<file path="config.mk">
export PLATFORM = sky130hd
export DESIGN_NAME = pipeline
export DESIGN_NICKNAME = d
export VERILOG_FILES = /design/src/hdl/pipeline_pkg.sv /design/src/hdl/icache_if.sv /design/src/hdl/pipeline.sv /design/src/hdl/stage_ex.sv /design/src/hdl/issue.sv /design/src/hdl/regfile.sv /design/src/hdl/dispatch.sv /design/src/hdl/ifetch.sv /design/src/hdl/icache.sv
export VERILOG_INCLUDE_DIRS = /design/src /design/src/hdl
export SDC_FILE = /design/constraint.sdc
export NUM_CORES = 2
export LEC_CHECK = 0
export ABC_AREA = 1
export BUFFER_PORTS_ARGS = -buffer_cell sky130_fd_sc_hd__buf_2
export CAP_MARGIN = 20
export CORE_MARGIN = 3
export CORE_UTILIZATION = 30
export DETAILED_ROUTE_END_ITERATION = 10
export HOLD_SLACK_MARGIN = 0.02
export MAX_ROUTING_LAYER = met4
export PLACE_DENSITY_LB_ADDON = 0.15
export SYNTH_ARGS = -nofsm -noshare
export SYNTH_HDL_FRONTEND = slang
export SYNTH_SLANG_ARGS = --single-unit
</file>
<file path="constraint.sdc">
create_clock -name clock -period 7.8 [get_ports clock]
set_input_delay 1.17 -clock clock [delete_from_list [all_inputs] [get_ports clock]]
set_output_delay 1.17 -clock clock [all_outputs]
set_load 0.01 [all_outputs]
</file>
<file path="src/hdl/pipeline_defs.svh">
/*
 * Widths, sizes and RV32I encodings shared by the pipeline.
 * Only the OP and OP-IMM major opcodes are decoded.
 * ICACHE_LINES must be a power of two.
 */
`ifndef PIPELINE_DEFS_SVH
`define PIPELINE_DEFS_SVH

// Datapath and storage sizes
`define XLEN          32
`define NUM_REGS      32
`define ICACHE_LINES  8
`define MEM_TAG_W     4

// ADDI x0, x0, 0
`define NOP           32'h0000_0013
`define RESET_PC      32'h0000_0000

// Major opcodes
`define OPC_OP        7'b0110011
`define OPC_OP_IMM    7'b0010011

// Function fields
`define F3_ADD_SUB    3'b000
`define F3_XOR        3'b100
`define F3_OR         3'b110
`define F3_AND        3'b111
`define F7_BASE       7'b0000000
`define F7_SUB        7'b0100000

`endif
</file>
<file path="src/hdl/pipeline_pkg.sv">
/*
 * Types shared by all pipeline stages.
 * Packets are packed structs, and valid is their only control bit.
 */
`include "pipeline_defs.svh"

package pipeline_pkg;

    typedef logic [`XLEN-1:0]      addr_t;
    typedef logic [`XLEN-1:0]      data_t;
    typedef logic [31:0]           inst_t;
    typedef logic [4:0]            reg_idx_t;
    typedef logic [`MEM_TAG_W-1:0] mem_tag_t;
    typedef logic [63:0]           mem_line_t;

    typedef enum logic [1:0] {BUS_NONE, BUS_LOAD, BUS_STORE} mem_cmd_e;

    // Cause 2 is the RISC-V illegal instruction code
    typedef enum logic [3:0] {
        NO_ERROR     = 4'd0,
        ILLEGAL_INST = 4'd2
    } exception_code_e;

    typedef enum logic [2:0] {ADD, SUB, AND, OR, XOR} alu_op_e;

    typedef enum logic [1:0] {IDLE, REQUEST, WAIT_DATA} icache_state_e;

    //////////////////////////////
    // Stage packets
    //////////////////////////////

    typedef struct packed {
        logic  valid;
        addr_t pc;
        inst_t inst;
    } if_id_packet_t;

    typedef struct packed {
        logic     valid;
        addr_t    pc;
        alu_op_e  alu_op;
        reg_idx_t rs1;
        reg_idx_t rs2;
        reg_idx_t rd;
        logic     use_imm;
        data_t    imm;
    } id_is_packet_t;

    typedef struct packed {
        logic     valid;
        addr_t    pc;
        alu_op_e  alu_op;
        data_t    opa;
        data_t    opb;
        reg_idx_t rd;
    } is_ex_packet_t;

    typedef struct packed {
        logic     valid;
        addr_t    pc;
        reg_idx_t rd;
        data_t    result;
    } ex_wb_packet_t;

endpackage

</file>
<file path="src/hdl/icache_if.sv">
/*
 * Fetch to instruction cache link.
 * The cache answers in the same cycle, and fetch holds addr until hit.
 */
`timescale 1ns/1ns

interface icache_if import pipeline_pkg::*; ();

    addr_t addr;
    inst_t data;
    logic  hit;

    // Fetch side drives the word address
    modport fetch (output addr, input data, input hit);

    // Cache side returns the word and its hit flag
    modport cache (input addr, output data, output hit);

endinterface

</file>
<file path="src/hdl/pipeline.sv">
/*
 * Top level of the in-order RV32I slice.
 * Memory is read only, so no data or size goes out to it.
 * At most one commit per cycle, in program order.
 */
`timescale 1ns/1ns

module pipeline import pipeline_pkg::*; (
    input  logic            clock,
    input  logic            reset,
    input  mem_tag_t        mem2proc_response,
    input  mem_line_t       mem2proc_data,
    input  mem_tag_t        mem2proc_tag,
    output mem_cmd_e        proc2mem_command,
    output addr_t           proc2mem_addr,
    output logic [3:0]      pipeline_completed_insts,
    output exception_code_e pipeline_error_status,
    output reg_idx_t        pipeline_commit_wr_idx,
    output data_t           pipeline_commit_wr_data,
    output logic            pipeline_commit_wr_en,
    output addr_t           pipeline_commit_NPC
);

    if_id_packet_t if_packet;
    id_is_packet_t id_packet;
    is_ex_packet_t is_packet;
    ex_wb_packet_t wb_packet;

    logic     stall;
    logic     halt;
    reg_idx_t rf_read_idx_1;
    reg_idx_t rf_read_idx_2;
    data_t    rf_read_out_1;
    data_t    rf_read_out_2;

    // Front end stops after an illegal instruction
    assign halt = (pipeline_error_status != NO_ERROR);

    //////////////////////////////
    // Fetch and cache
    //////////////////////////////

    icache_if icache_bus ();

    icache icache_0 (
        .clock             (clock),
        .reset             (reset),
        .cache             (icache_bus.cache),
        .mem2proc_response (mem2proc_response),
        .mem2proc_data     (mem2proc_data),
        .mem2proc_tag      (mem2proc_tag),
        .proc2mem_command  (proc2mem_command),
        .proc2mem_addr     (proc2mem_addr)
    );

    ifetch ifetch_0 (
        .clock     (clock),
        .reset     (reset),
        .stall     (stall),
        .halt      (halt),
        .cache     (icache_bus.fetch),
        .if_packet (if_packet)
    );

    //////////////////////////////
    // Dispatch, issue, execute
    //////////////////////////////

    dispatch dispatch_0 (
        .clock        (clock),
        .reset        (reset),
        .if_packet    (if_packet),
        .wb_packet    (wb_packet),
        .stall        (stall),
        .error_status (pipeline_error_status),
        .id_packet    (id_packet)
    );

    // Written from the EX/WB packet
    regfile regfile_0 (
        .clock      (clock),
        .reset      (reset),
        .read_idx_1 (rf_read_idx_1),
        .read_idx_2 (rf_read_idx_2),
        .write_en   (wb_packet.valid),
        .write_idx  (wb_packet.rd),
        .write_data (wb_packet.result),
        .read_out_1 (rf_read_out_1),
        .read_out_2 (rf_read_out_2)
    );

    issue issue_0 (
        .clock      (clock),
        .reset      (reset),
        .id_packet  (id_packet),
        .read_idx_1 (rf_read_idx_1),
        .read_idx_2 (rf_read_idx_2),
        .read_out_1 (rf_read_out_1),
        .read_out_2 (rf_read_out_2),
        .is_packet  (is_packet)
    );

    stage_ex stage_ex_0 (
        .clock     (clock),
        .reset     (reset),
        .is_packet (is_packet),
        .wb_packet (wb_packet)
    );

    // Commit taps the writeback packet directly
    assign pipeline_commit_wr_en    = wb_packet.valid;
    assign pipeline_commit_wr_idx   = wb_packet.rd;
    assign pipeline_commit_wr_data  = wb_packet.result;
    assign pipeline_commit_NPC      = wb_packet.pc + addr_t'(4);
    assign pipeline_completed_insts = {3'b000, wb_packet.valid};

endmodule

</file>
<file path="src/hdl/stage_ex.sv">
/*
 * ALU and EX/WB register.
 * The registered packet is the commit and the register write.
 */
`timescale 1ns/1ns

module stage_ex import pipeline_pkg::*; (
    input  logic          clock,
    input  logic          reset,
    input  is_ex_packet_t is_packet,
    output ex_wb_packet_t wb_packet
);

    data_t result;

    //////////////////////////////
    // ALU
    //////////////////////////////

    always_comb begin
        case (is_packet.alu_op)
            ADD:     result = is_packet.opa + is_packet.opb;
            SUB:     result = is_packet.opa - is_packet.opb;
            AND:     result = is_packet.opa & is_packet.opb;
            OR:      result = is_packet.opa | is_packet.opb;
            XOR:     result = is_packet.opa ^ is_packet.opb;
            default: result = '0;
        endcase
    end

    //////////////////////////////
    // Writeback register
    //////////////////////////////

    always_ff @(posedge clock) begin
        if (reset) begin
            wb_packet.valid <= 1'b0;
        end else begin
            wb_packet.valid <= is_packet.valid;
        end
    end

    always_ff @(posedge clock) begin
        wb_packet.pc     <= is_packet.pc;
        wb_packet.rd     <= is_packet.rd;
        wb_packet.result <= result;
    end

endmodule

</file>
<file path="src/hdl/issue.sv">
/*
 * Operand read and IS/EX register.
 * Register file reads are combinational off the ID/IS packet.
 */
`timescale 1ns/1ns

module issue import pipeline_pkg::*; (
    input  logic          clock,
    input  logic          reset,
    input  id_is_packet_t id_packet,
    output reg_idx_t      read_idx_1,
    output reg_idx_t      read_idx_2,
    input  data_t         read_out_1,
    input  data_t         read_out_2,
    output is_ex_packet_t is_packet
);

    assign read_idx_1 = id_packet.rs1;
    assign read_idx_2 = id_packet.rs2;

    always_ff @(posedge clock) begin
        if (reset) begin
            is_packet.valid <= 1'b0;
        end else begin
            is_packet.valid <= id_packet.valid;
        end
    end

    always_ff @(posedge clock) begin
        is_packet.pc     <= id_packet.pc;
        is_packet.alu_op <= id_packet.alu_op;
        is_packet.opa    <= read_out_1;
        // Operand b from immediate for ADDI
        is_packet.opb    <= id_packet.use_imm ? id_packet.imm : read_out_2;
        is_packet.rd     <= id_packet.rd;
    end

endmodule

</file>
<file path="src/hdl/regfile.sv">
/*
 * 32 x XLEN register file, two read ports, one write port.
 * x0 reads zero. A read of the index being written sees the new data.
 */
`timescale 1ns/1ns
`include "pipeline_defs.svh"

module regfile import pipeline_pkg::*; (
    input  logic     clock,
    input  logic     reset,
    input  reg_idx_t read_idx_1,
    input  reg_idx_t read_idx_2,
    input  logic     write_en,
    input  reg_idx_t write_idx,
    input  data_t    write_data,
    output data_t    read_out_1,
    output data_t    read_out_2
);

    data_t regs [`NUM_REGS];

    // Write-through bypass, never from x0
    assign read_out_1 = (write_en && write_idx != '0 && write_idx == read_idx_1) ?
                        write_data : regs[read_idx_1];
    assign read_out_2 = (write_en && write_idx != '0 && write_idx == read_idx_2) ?
                        write_data : regs[read_idx_2];

    // x0 cleared by reset and never written
    always_ff @(posedge clock) begin
        if (reset) begin
            regs[0] <= '0;
        end else if (write_en && write_idx != '0) begin
            regs[write_idx] <= write_data;
        end
    end

    assert property (@(posedge clock) disable iff (reset)
        ((read_idx_1 == '0) |-> (read_out_1 == '0)) and
        ((read_idx_2 == '0) |-> (read_out_2 == '0)));

endmodule

</file>
<file path="src/hdl/dispatch.sv">
/*
 * Decode, busy scoreboard and ID/IS register.
 * Decodes ADD, SUB, AND, OR, XOR and ADDI. Anything else halts
 * the front end with ILLEGAL_INST. x0 is never marked busy.
 */
`timescale 1ns/1ns
`include "pipeline_defs.svh"

module dispatch import pipeline_pkg::*; (
    input  logic            clock,
    input  logic            reset,
    input  if_id_packet_t   if_packet,
    input  ex_wb_packet_t   wb_packet,
    output logic            stall,
    output exception_code_e error_status,
    output id_is_packet_t   id_packet
);

    logic [6:0] opcode;
    logic [6:0] funct7;
    logic [2:0] funct3;
    reg_idx_t   rs1;
    reg_idx_t   rs2;
    reg_idx_t   rd;
    data_t      imm;
    alu_op_e    alu_op;
    logic       use_imm;
    logic       illegal;

    logic [`NUM_REGS-1:0] busy;
    logic [`NUM_REGS-1:0] busy_eff;
    logic [`NUM_REGS-1:0] clear_mask;
    logic [`NUM_REGS-1:0] set_mask;
    logic                 src_busy;
    logic                 halted;
    logic                 accept;

    //////////////////////////////
    // Decode
    //////////////////////////////

    assign opcode = if_packet.inst[6:0];
    assign funct3 = if_packet.inst[14:12];
    assign funct7 = if_packet.inst[31:25];
    assign rd     = if_packet.inst[11:7];
    assign rs1    = if_packet.inst[19:15];
    // Immediate forms read no rs2
    assign rs2    = use_imm ? reg_idx_t'(0) : if_packet.inst[24:20];
    assign imm    = {{(`XLEN-12){if_packet.inst[31]}}, if_packet.inst[31:20]};

    always_comb begin
        alu_op  = ADD;
        use_imm = 1'b0;
        illegal = 1'b0;
        case (opcode)
            `OPC_OP: begin
                case ({funct7, funct3})
                    {`F7_BASE, `F3_ADD_SUB}: alu_op = ADD;
                    {`F7_SUB,  `F3_ADD_SUB}: alu_op = SUB;
                    {`F7_BASE, `F3_XOR}:     alu_op = XOR;
                    {`F7_BASE, `F3_OR}:      alu_op = OR;
                    {`F7_BASE, `F3_AND}:     alu_op = AND;
                    default:                 illegal = 1'b1;
                endcase
            end
            `OPC_OP_IMM: begin
                use_imm = 1'b1;
                // ADDI only
                illegal = (funct3 != `F3_ADD_SUB);
            end
            default: illegal = 1'b1;
        endcase
    end

    //////////////////////////////
    // Scoreboard and stall
    //////////////////////////////

    assign halted = (error_status != NO_ERROR);

    // Writeback frees its rd in the same cycle
    assign clear_mask = wb_packet.valid ? (`NUM_REGS'(1) << wb_packet.rd) : '0;
    assign busy_eff   = busy & ~clear_mask;
    assign src_busy   = busy_eff[rs1] || busy_eff[rs2];

    // Busy rd also stalls, keeping writes in order
    assign stall  = if_packet.valid && !halted && (src_busy || busy_eff[rd]);
    assign accept = if_packet.valid && !halted && !stall && !illegal;

    assign set_mask = (accept && rd != '0) ? (`NUM_REGS'(1) << rd) : '0;

    always_ff @(posedge clock) begin
        if (reset) begin
            busy            <= '0;
            error_status    <= NO_ERROR;
            id_packet.valid <= 1'b0;
        end else begin
            busy            <= busy_eff | set_mask;
            id_packet.valid <= accept;
            if (if_packet.valid && !halted && !stall && illegal) begin
                error_status <= ILLEGAL_INST;
            end
        end
    end

    // Payload fields
    always_ff @(posedge clock) begin
        id_packet.pc      <= if_packet.pc;
        id_packet.alu_op  <= alu_op;
        id_packet.rs1     <= rs1;
        id_packet.rs2     <= rs2;
        id_packet.rd      <= rd;
        id_packet.use_imm <= use_imm;
        id_packet.imm     <= imm;
    end

    // An older write still in writeback is never a source of the packet in issue
    assert property (@(posedge clock) disable iff (reset)
        (id_packet.valid && wb_packet.valid && (wb_packet.rd != '0)) |->
            ((wb_packet.rd != id_packet.rs1) && (wb_packet.rd != id_packet.rs2)));

endmodule

</file>
<file path="src/hdl/ifetch.sv">
/*
 * Program counter and IF/ID register.
 * No branches, so the PC only steps by 4. Stall freezes PC and packet.
 * Halt keeps the PC but stops new packets.
 */
`timescale 1ns/1ns
`include "pipeline_defs.svh"

module ifetch import pipeline_pkg::*; (
    input  logic          clock,
    input  logic          reset,
    input  logic          stall,
    input  logic          halt,
    icache_if.fetch       cache,
    output if_id_packet_t if_packet
);

    addr_t pc;

    // PC is the cache address, held until the line hits
    assign cache.addr = pc;

    always_ff @(posedge clock) begin
        if (reset) begin
            pc        <= `RESET_PC;
            if_packet <= '{valid: 1'b0, pc: `RESET_PC, inst: `NOP};
        end else if (!stall) begin
            if (cache.hit && !halt) begin
                pc              <= pc + addr_t'(4);
                if_packet.valid <= 1'b1;
                if_packet.pc    <= pc;
                if_packet.inst  <= cache.data;
            end else begin
                // Bubble on miss or halt
                if_packet.valid <= 1'b0;
            end
        end
    end

endmodule

</file>
<file path="src/hdl/icache.sv">
/*
 * Direct-mapped instruction cache of 64-bit lines, read only.
 * One miss is outstanding at a time. The memory accepts a load by
 * returning a nonzero response tag and later sends the line with that tag.
 * A refused request (zero response) is repeated the next cycle.
 */
`timescale 1ns/1ns
`include "pipeline_defs.svh"

module icache import pipeline_pkg::*; (
    input  logic      clock,
    input  logic      reset,
    icache_if.cache   cache,
    input  mem_tag_t  mem2proc_response,
    input  mem_line_t mem2proc_data,
    input  mem_tag_t  mem2proc_tag,
    output mem_cmd_e  proc2mem_command,
    output addr_t     proc2mem_addr
);

    localparam int IDX_W = $clog2(`ICACHE_LINES);
    localparam int TAG_W = `XLEN - IDX_W - 3;

    icache_state_e state;

    // Line storage
    logic [`ICACHE_LINES-1:0] valid_bits;
    logic [TAG_W-1:0]         tags  [`ICACHE_LINES];
    mem_line_t                lines [`ICACHE_LINES];

    // Outstanding miss
    addr_t    miss_addr;
    mem_tag_t saved_tag;

    logic [IDX_W-1:0] idx;
    logic [TAG_W-1:0] tag;
    logic [IDX_W-1:0] fill_idx;
    logic             fill;

    //////////////////////////////
    // Lookup
    //////////////////////////////

    assign idx = cache.addr[IDX_W+2:3];
    assign tag = cache.addr[`XLEN-1:IDX_W+3];

    assign cache.hit  = valid_bits[idx] && (tags[idx] == tag);
    // Bit 2 picks the upper or lower word of the line
    assign cache.data = cache.addr[2] ? lines[idx][63:32] : lines[idx][31:0];

    //////////////////////////////
    // Miss handling
    //////////////////////////////

    assign fill_idx = miss_addr[IDX_W+2:3];
    // Line returns under the tag saved at acceptance
    assign fill     = (state == WAIT_DATA) && (mem2proc_tag == saved_tag);

    assign proc2mem_command = (state == REQUEST) ? BUS_LOAD : BUS_NONE;
    assign proc2mem_addr    = {miss_addr[`XLEN-1:3], 3'b000};

    always_ff @(posedge clock) begin
        if (reset) begin
            state      <= IDLE;
            valid_bits <= '0;
            saved_tag  <= '0;
        end else begin
            case (state)
                IDLE: begin
                    if (!cache.hit) begin
                        miss_addr <= cache.addr;
                        state     <= REQUEST;
                    end
                end
                REQUEST: begin
                    // Zero response means refused
                    if (mem2proc_response != '0) begin
                        saved_tag <= mem2proc_response;
                        state     <= WAIT_DATA;
                    end
                end
                WAIT_DATA: begin
                    if (fill) begin
                        valid_bits[fill_idx] <= 1'b1;
                        state                <= IDLE;
                    end
                end
                default: state <= IDLE;
            endcase
        end
    end

    // Data and tag arrays
    always_ff @(posedge clock) begin
        if (fill) begin
            lines[fill_idx] <= mem2proc_data;
            tags[fill_idx]  <= miss_addr[`XLEN-1:IDX_W+3];
        end
    end

    // A line under the saved tag only arrives while a fill is awaited
    assert property (@(posedge clock) disable iff (reset)
        ((state != WAIT_DATA) && (saved_tag != '0)) |-> (mem2proc_tag != saved_tag));

    // Fetch is still waiting on the same line when it arrives
    assert property (@(posedge clock) disable iff (reset)
        fill |-> (cache.addr[`XLEN-1:3] == miss_addr[`XLEN-1:3]));

endmodule

</file>
=== Word-level counts from Yosys, hierarchy flattened ===
Memories as Yosys holds them, arrays and structs flattened. A register that Yosys moved wholly into a read port is not among the register bits.
Cells that the tools add are included.

* Word-level logic and storage cells: 146
* Bits in registers: 415
* RAM bits: 1744
* Memories: 3
* ROM bits: 0
* Latch bits: 0
* Input port bits: 74
* Output and inout port bits: 112

* $mul: 0
* Reductions and logical operators: 32
* Equality and inequality tests: 19
* Add/sub/neg operators: 4
* Order comparisons: 6
* Shift operators: 2
* Multiplexer cells: 42
* Bitwise logic cells: 10
* Divide/modulo/power cells: 0

{| class="wikitable"
|+ Memories
! memory !! words !! width !! read ports !! clocked after memory_dff !! wr ports !! line !! source
|-
| regfile_0.regs || 32 || 32 || 2 || 2 || 1 || regfile.sv:20 || <nowiki>data_t regs [`NUM_REGS];</nowiki>
|-
| icache_0.lines || 8 || 64 || 1 || 1 || 1 || icache.sv:29 || <nowiki>mem_line_t lines [`ICACHE_LINES];</nowiki>
|-
| icache_0.tags || 8 || 26 || 1 || 1 || 1 || icache.sv:28 || <nowiki>logic [TAG_W-1:0] tags [`ICACHE_LINES];</nowiki>
|}

{| class="wikitable"
|+ Operator list
! cell !! count
|-
| two-way mux 32 bit || 7
|-
| case mux 32 bit (5 select lines) || 1
|-
| adder 32 x 3 -> 32 bit, second input constant || 2
|-
| AND 32 bit || 2
|-
| OR 32 bit || 2
|-
| left shift 1 x 5 -> 32 bit, first input constant || 2
|-
| adder 32 bit || 1
|-
| NOT 32 bit || 1
|-
| OR reduction 32 bit || 1
|-
| subtractor 32 bit || 1
|-
| bitwise XOR 32 bit || 1
|-
| == test 10 x 3 -> 1 bit, second input constant || 3
|-
| == test 26 bit || 1
|-
| less-than comparator 5 x 6 -> 1 bit, second input constant || 3
|-
| two-way mux 1 bit || 17
|-
| binary-select mux 1 bit (select 5 bit) || 3
|-
| logical AND 1 bit || 13
|-
| two-way mux 3 bit || 4
|-
| case mux 3 bit (4 select lines) || 1
|-
| == test 10 x 9 -> 1 bit, second input constant || 1
|-
| == test 5 bit || 2
|-
| logical NOT 10 bit || 1
|-
| two-way mux 5 bit || 2
|-
| nonzero test 5 bit || 2
|-
| other kinds (28) || 41
|}

=== Longest topological paths before layout ===
* Word-level depth: 15
* Depth in mapped cells: 23
* Depth with buffers taken out: 23

=== Modules after synthesis ===
A second synthesis with hierarchy kept.

* Cell total of the unflattened synthesis: 11042
* Area total of the unflattened synthesis: 101882.7 µm²

{| class="wikitable"
|+ Modules (own cells, without submodules)
! module !! area each (µm²) !! cells an instance !! sequential area each (µm²) !! times used
|-
| regfile || 53058.4 || 6078 || 30749.5 || 1
|-
| icache || 30619.4 || 2431 || 22771.8 || 1
|-
| stage_ex || 6432.4 || 1006 || 1401.3 || 1
|-
| dispatch || 4321.6 || 595 || 1941.9 || 1
|-
| ifetch || 3898.7 || 532 || 1861.8 || 1
|-
| issue || 2676.3 || 221 || 2102.0 || 1
|-
| pipeline || 875.8 || 179 || 0.0 || 1
|}

=== Least setup slack after synthesis ===
OpenSTA, ideal clock, no wires.

* Path kind: in2reg
* Start: input port mem2proc_tag[0]
* End: memory icache_0.lines[4][0] (netlist bit), enable pin
* Path buffers: 0
* Library setup time: 0.541 ns
* Required time: 7.259 ns
* Data arrival time: 5.483 ns
* Setup slack: 1.776 ns
* Stages: 7
* Path through: xnor2_1 -> nand4_1 -> nor2_1 -> inv_1 -> nor2_1 -> inv_1 -> nor2_1

* Word-level cells in the longest chain between the ends: 4

{| class="wikitable"
|+ RTL lines
! element !! line !! source
|-
| start: declaration || pipeline.sv:13 || <nowiki>input mem_tag_t mem2proc_tag,</nowiki>
|-
| == test 4 bit || icache.sv:57 || <nowiki>assign fill = (state == WAIT_DATA) && (mem2proc_tag == saved_tag);</nowiki>
|-
| logical AND 1 bit || icache.sv:57 ||
|-
| two-way mux 1 bit || icache.sv:95 || <nowiki>if (fill) begin</nowiki>
|-
| two-way mux 1 bit (implied by the code) || icache.sv:96 || <nowiki>lines[fill_idx] <= mem2proc_data;</nowiki>
|-
| end: declaration || icache.sv:29 ||
|}

No other way between the ends.

=== Worst setup path after layout ===
* Start: register, netlist name stage_ex_0.wb_packet[39]
* End: output port pipeline_commit_NPC[30]

* Word-level cells in the longest chain between the ends: 1

{| class="wikitable"
|+ RTL lines
! element !! line !! source
|-
| adder 32 x 3 -> 32 bit || pipeline.sv:114 || <nowiki>assign pipeline_commit_NPC = wb_packet.pc + addr_t'(4);</nowiki>
|-
| end: declaration || pipeline.sv:21 || <nowiki>output addr_t pipeline_commit_NPC</nowiki>
|}

No other way between the ends.

==> summary.md <==
| Metric | Value |
|---|---|
| Synthesized instance count | `9389` |
| GPL Wtd Cong | `0.874` |
| Row Count | `207` |
| CTS Hold Bufs | `0` |
| Starting Density | `30.2%` |
| Largest net degree at the start of global routing | `153` |
| Leak pwr | `37.3 nW` |
| Final setup vio count | `0` |
| Max IR drop VDD | `0.181 mV` |
| Crit share post-route | `66.0%` |
| Worst min path class | `reg -> reg` |
| HPWL reported at the end of detailed placement | `213000 um` |
| TritonRoute pass-1 iters | `9` |
| Final slew viol count | `0` |
| Met3 usage | `4.05%` |
| Nets | `9441` |
| WP data required | `6.63 ns` |
| Largest fanout on the critical path | `4` |
| Post-route total power | `24.3 mW` |
| Synth area leaders | `edfxtp_1 55%, o21ai_0 8.9%, dfxtp_1 7.8%` |
| Initial antenna violation count | `36` |
| Setup Skew | `0.0683 ns` |
| First-pass GRT wire length | `532000 um` |
| Post-synth top area share | `55.3%` |
| CTS Buf Count | `235` |
| Total number of vias | `76500` |
| Ys flop type | `edfxtp_1` |
| Clock sinks | `2149` |
| Register-to-Register Path Depth | `11` |
| Maximum buffer depth of the clock tree | `4` |
| GRT Util Overall | `22.7%` |
| Util after Layout | `34.4%` |
| Slew Limit Headroom | `19.9%` |
| Post-CTS Resized | `0` |
| DRT antenna net count | `0` |
| Clock share of power | `47.4%` |
| Warnings, synthesis | `0` |
| Synth Cell Area | `96300 um^2` |
| Reg clk slew, reported paths | `0.07 ns` |
| EDFF count, synth | `1773` |
| Setup TNS | `0 ns` |
| Reg2reg start | `stage_ex_0.wb_packet[35]` |
| IO buf count | `173` |
| Violated checks | `design-rule violations` |
| Chip height | `573 um` |
| DRC | `2` |
| Global route overflow | `0` |
| Leading area contributor after synthesis | `edfxtp_1` |
| CP endpoint kind | `output port` |
| Post-synth ARST share | `0%` |
| Routed WL | `374000 um` |
| Htree depth | `4` |
| DR vias/cell | `5.55` |
| Area grow syn2layout | `13.9%` |
| Crit path DAT | `3.98 ns` |
| Switch Pwr | `5.12 mW` |
| Post-CTS setup buffers | `0` |
| Fmax | `0.194 GHz` |
| CTS tree | `built` |
| Reg2reg setup slack | `3.13 ns` |
| Unrepaired setup endpoints after global routing | `no` |
| Internal power | `19.2 mW` |
| DR iter-0 viols | `8931` |
| Die Wd | `573 um` |
| Avg Inst Size Synth | `10.3 um^2` |
| GR Util met1 | `29.1%` |
| Commonest non-fill, non-tap cell in the layout | `nor2_1` |
| Sw Share | `21.0%` |
| Hold Path Depth | `0` |
| Seq/Total Area, Yosys | `63.1%` |
| CTS root buffer | `clkbuf_16` |
| DR WL/cell | `27.2 um` |
| Seq cells post-synth | `2149` |
| Run status | `finished with violations` |
| Pwr Density | `222 nW/um^2` |
| Max-Cap Viols | `0` |
| Hold Vio Cnt, Final | `0` |
| Worst R2R End | `regfile_0.regs[25][3]` |
| Combinational group share of total power | `1.4%` |
| Met2 Use GR | `34.5%` |
| Ports | `186` |
| Placeable Area | `319000 um^2` |
| Post-synthesis cell type count | `54` |
| Commonest cells after routing, fill and taps aside | `1914 x nor2_1, 1773 x edfxtp_1, 1705 x o21ai_0` |
| Die area | `328000 um^2` |
| Grt peak-use layer | `met2` |
| Hold Startpoint | `dispatch_0.id_packet[36]` |
| CP Class | `reg -> out` |
| CP Launch Type | `flip-flop` |
| Ratio of cells with drive above 1 in the final layout | `8.92%` |
| Min Tclk post-route | `5.15 ns` |
| Worst skew pair latency | `0.92 ns` |
| Worst Tran Pin Value | `1.19 ns` |
| Sequential Power Share | `51.1%` |
| Vias in the first global route | `74300` |
| Hold path endpoint | `issue_0.is_packet[3]` |
==> logic make-up after synthesis <==
logic type               after synthesis  synth area share (%)
buffers and inverters               1072                  4.60
other                                  1               0.00389
AND/OR/NAND/NOR                     3215                  13.5
AO/OA/AOI/OAI                       2756                  16.6
flip-flops                          2149                  63.1
XOR/XNOR                              97                 0.882
adder cells (fa/ha/maj)               99                  1.29
==> critical path, stage by stage, from the launching register on <==
cell	delay, ns
dfxtp_1	0.38
ha_1	0.20
nand3_1	0.13
nor3b_1	0.41
nand2_1	0.26
nor4_2	0.30
nand4_1	0.18
nor4_1	0.50
nand3_1	0.21
nor2_1	0.17
xor2_1	0.17
buf_2	0.15
==> synthesized netlist by cell type (12+ instances only) <==
cell type     n
a21boi_0     12
a21oi_1     186
a31oi_1      29
buf_1        29
buf_2        40
buf_4        66
buf_6        14
clkbuf_1    586
dfxtp_1     376
edfxtp_1   1773
ha_1         98
inv_1       321
nand2_1     622
nand3_1     485
nand4_1      32
nor2_1     1962
nor3_1       53
nor4_1       21
o2111ai_1    19
o211ai_1     32
o21ai_0    1705
o21ai_1      26
o221ai_1    359
o22ai_1     336
or2_2        12
xnor2_1      14
xor2_1       83
==> routing by layer <==
metal,part of all wire (%),vias to the layer above
met4,5.7,0
met2,45,3837
met1,42,38000
met3,8.0,886
li1,-,33700
met5,0,-
==> power groups by stage <==
stage	Clock, mW	Combinational, mW	Sequential (mW)
floorplan	0	0.178	12.6
global placement	0	0.346	12.7
detailed placement	0	0.347	12.7
CTS	11.8	0.349	12.4
global route	12.2	0.384	12.4
finish	11.5	0.346	12.4
==> sequential cells by signal, summed over array words and instances, names as in the netlist, 32 cells and up, named ones only <==
register / cells
dispatch_0.busy: 32
dispatch_0.id_packet: 52
icache_0.lines: 512
icache_0.tags: 208
ifetch_0.if_packet: 63
issue_0.is_packet: 103
regfile_0.regs: 1024
stage_ex_0.wb_packet: 68
==> worst max path at each step <==
stage | start | end | depth (start not counted)
6_report | stage_ex_0.wb_packet[39] | pipeline_commit_NPC[30] | 11
5_1_grt | stage_ex_0.wb_packet[39] | pipeline_commit_NPC[30] | 11
4_1_cts | stage_ex_0.wb_packet[39] | pipeline_commit_NPC[30] | 11
2_1_floorplan | mem2proc_tag[0] | icache_0.lines[4][0] | 7
3_3_place_gp | reset | regfile_0.regs[24][5] | 9
3_5_place_dp | reset | regfile_0.regs[25][24] | 9
==> cell type report <==
type	instances	area [um^2]
multi-input cells	6179	31500
repair buffers	368	2760
flip-flops and latches	2149	60800
clock inverters	137	1460
fillers	31700	209000
clock buffers	294	6410
diodes	32	80.1
inverters	335	1320
well taps	4284	5360
==> per-stage QoR <==
stage | hold WS, ns | std cells | setup WS (ns) | area [um^2]
2_1_floorplan | 0.310 | 9400 | 1.78 | 96300
3_3_place_gp | 0.310 | 13300 | 3.02 | 101000
3_5_place_dp | 0.312 | 13300 | 3.01 | 102000
4_1_cts | 0.320 | 13700 | 2.54 | 110000
5_1_grt | 0.327 | 13800 | 2.37 | 110000
6_report | 0.319 | 13800 | 2.65 | 110000
Power figures use the tool's default switching activity.
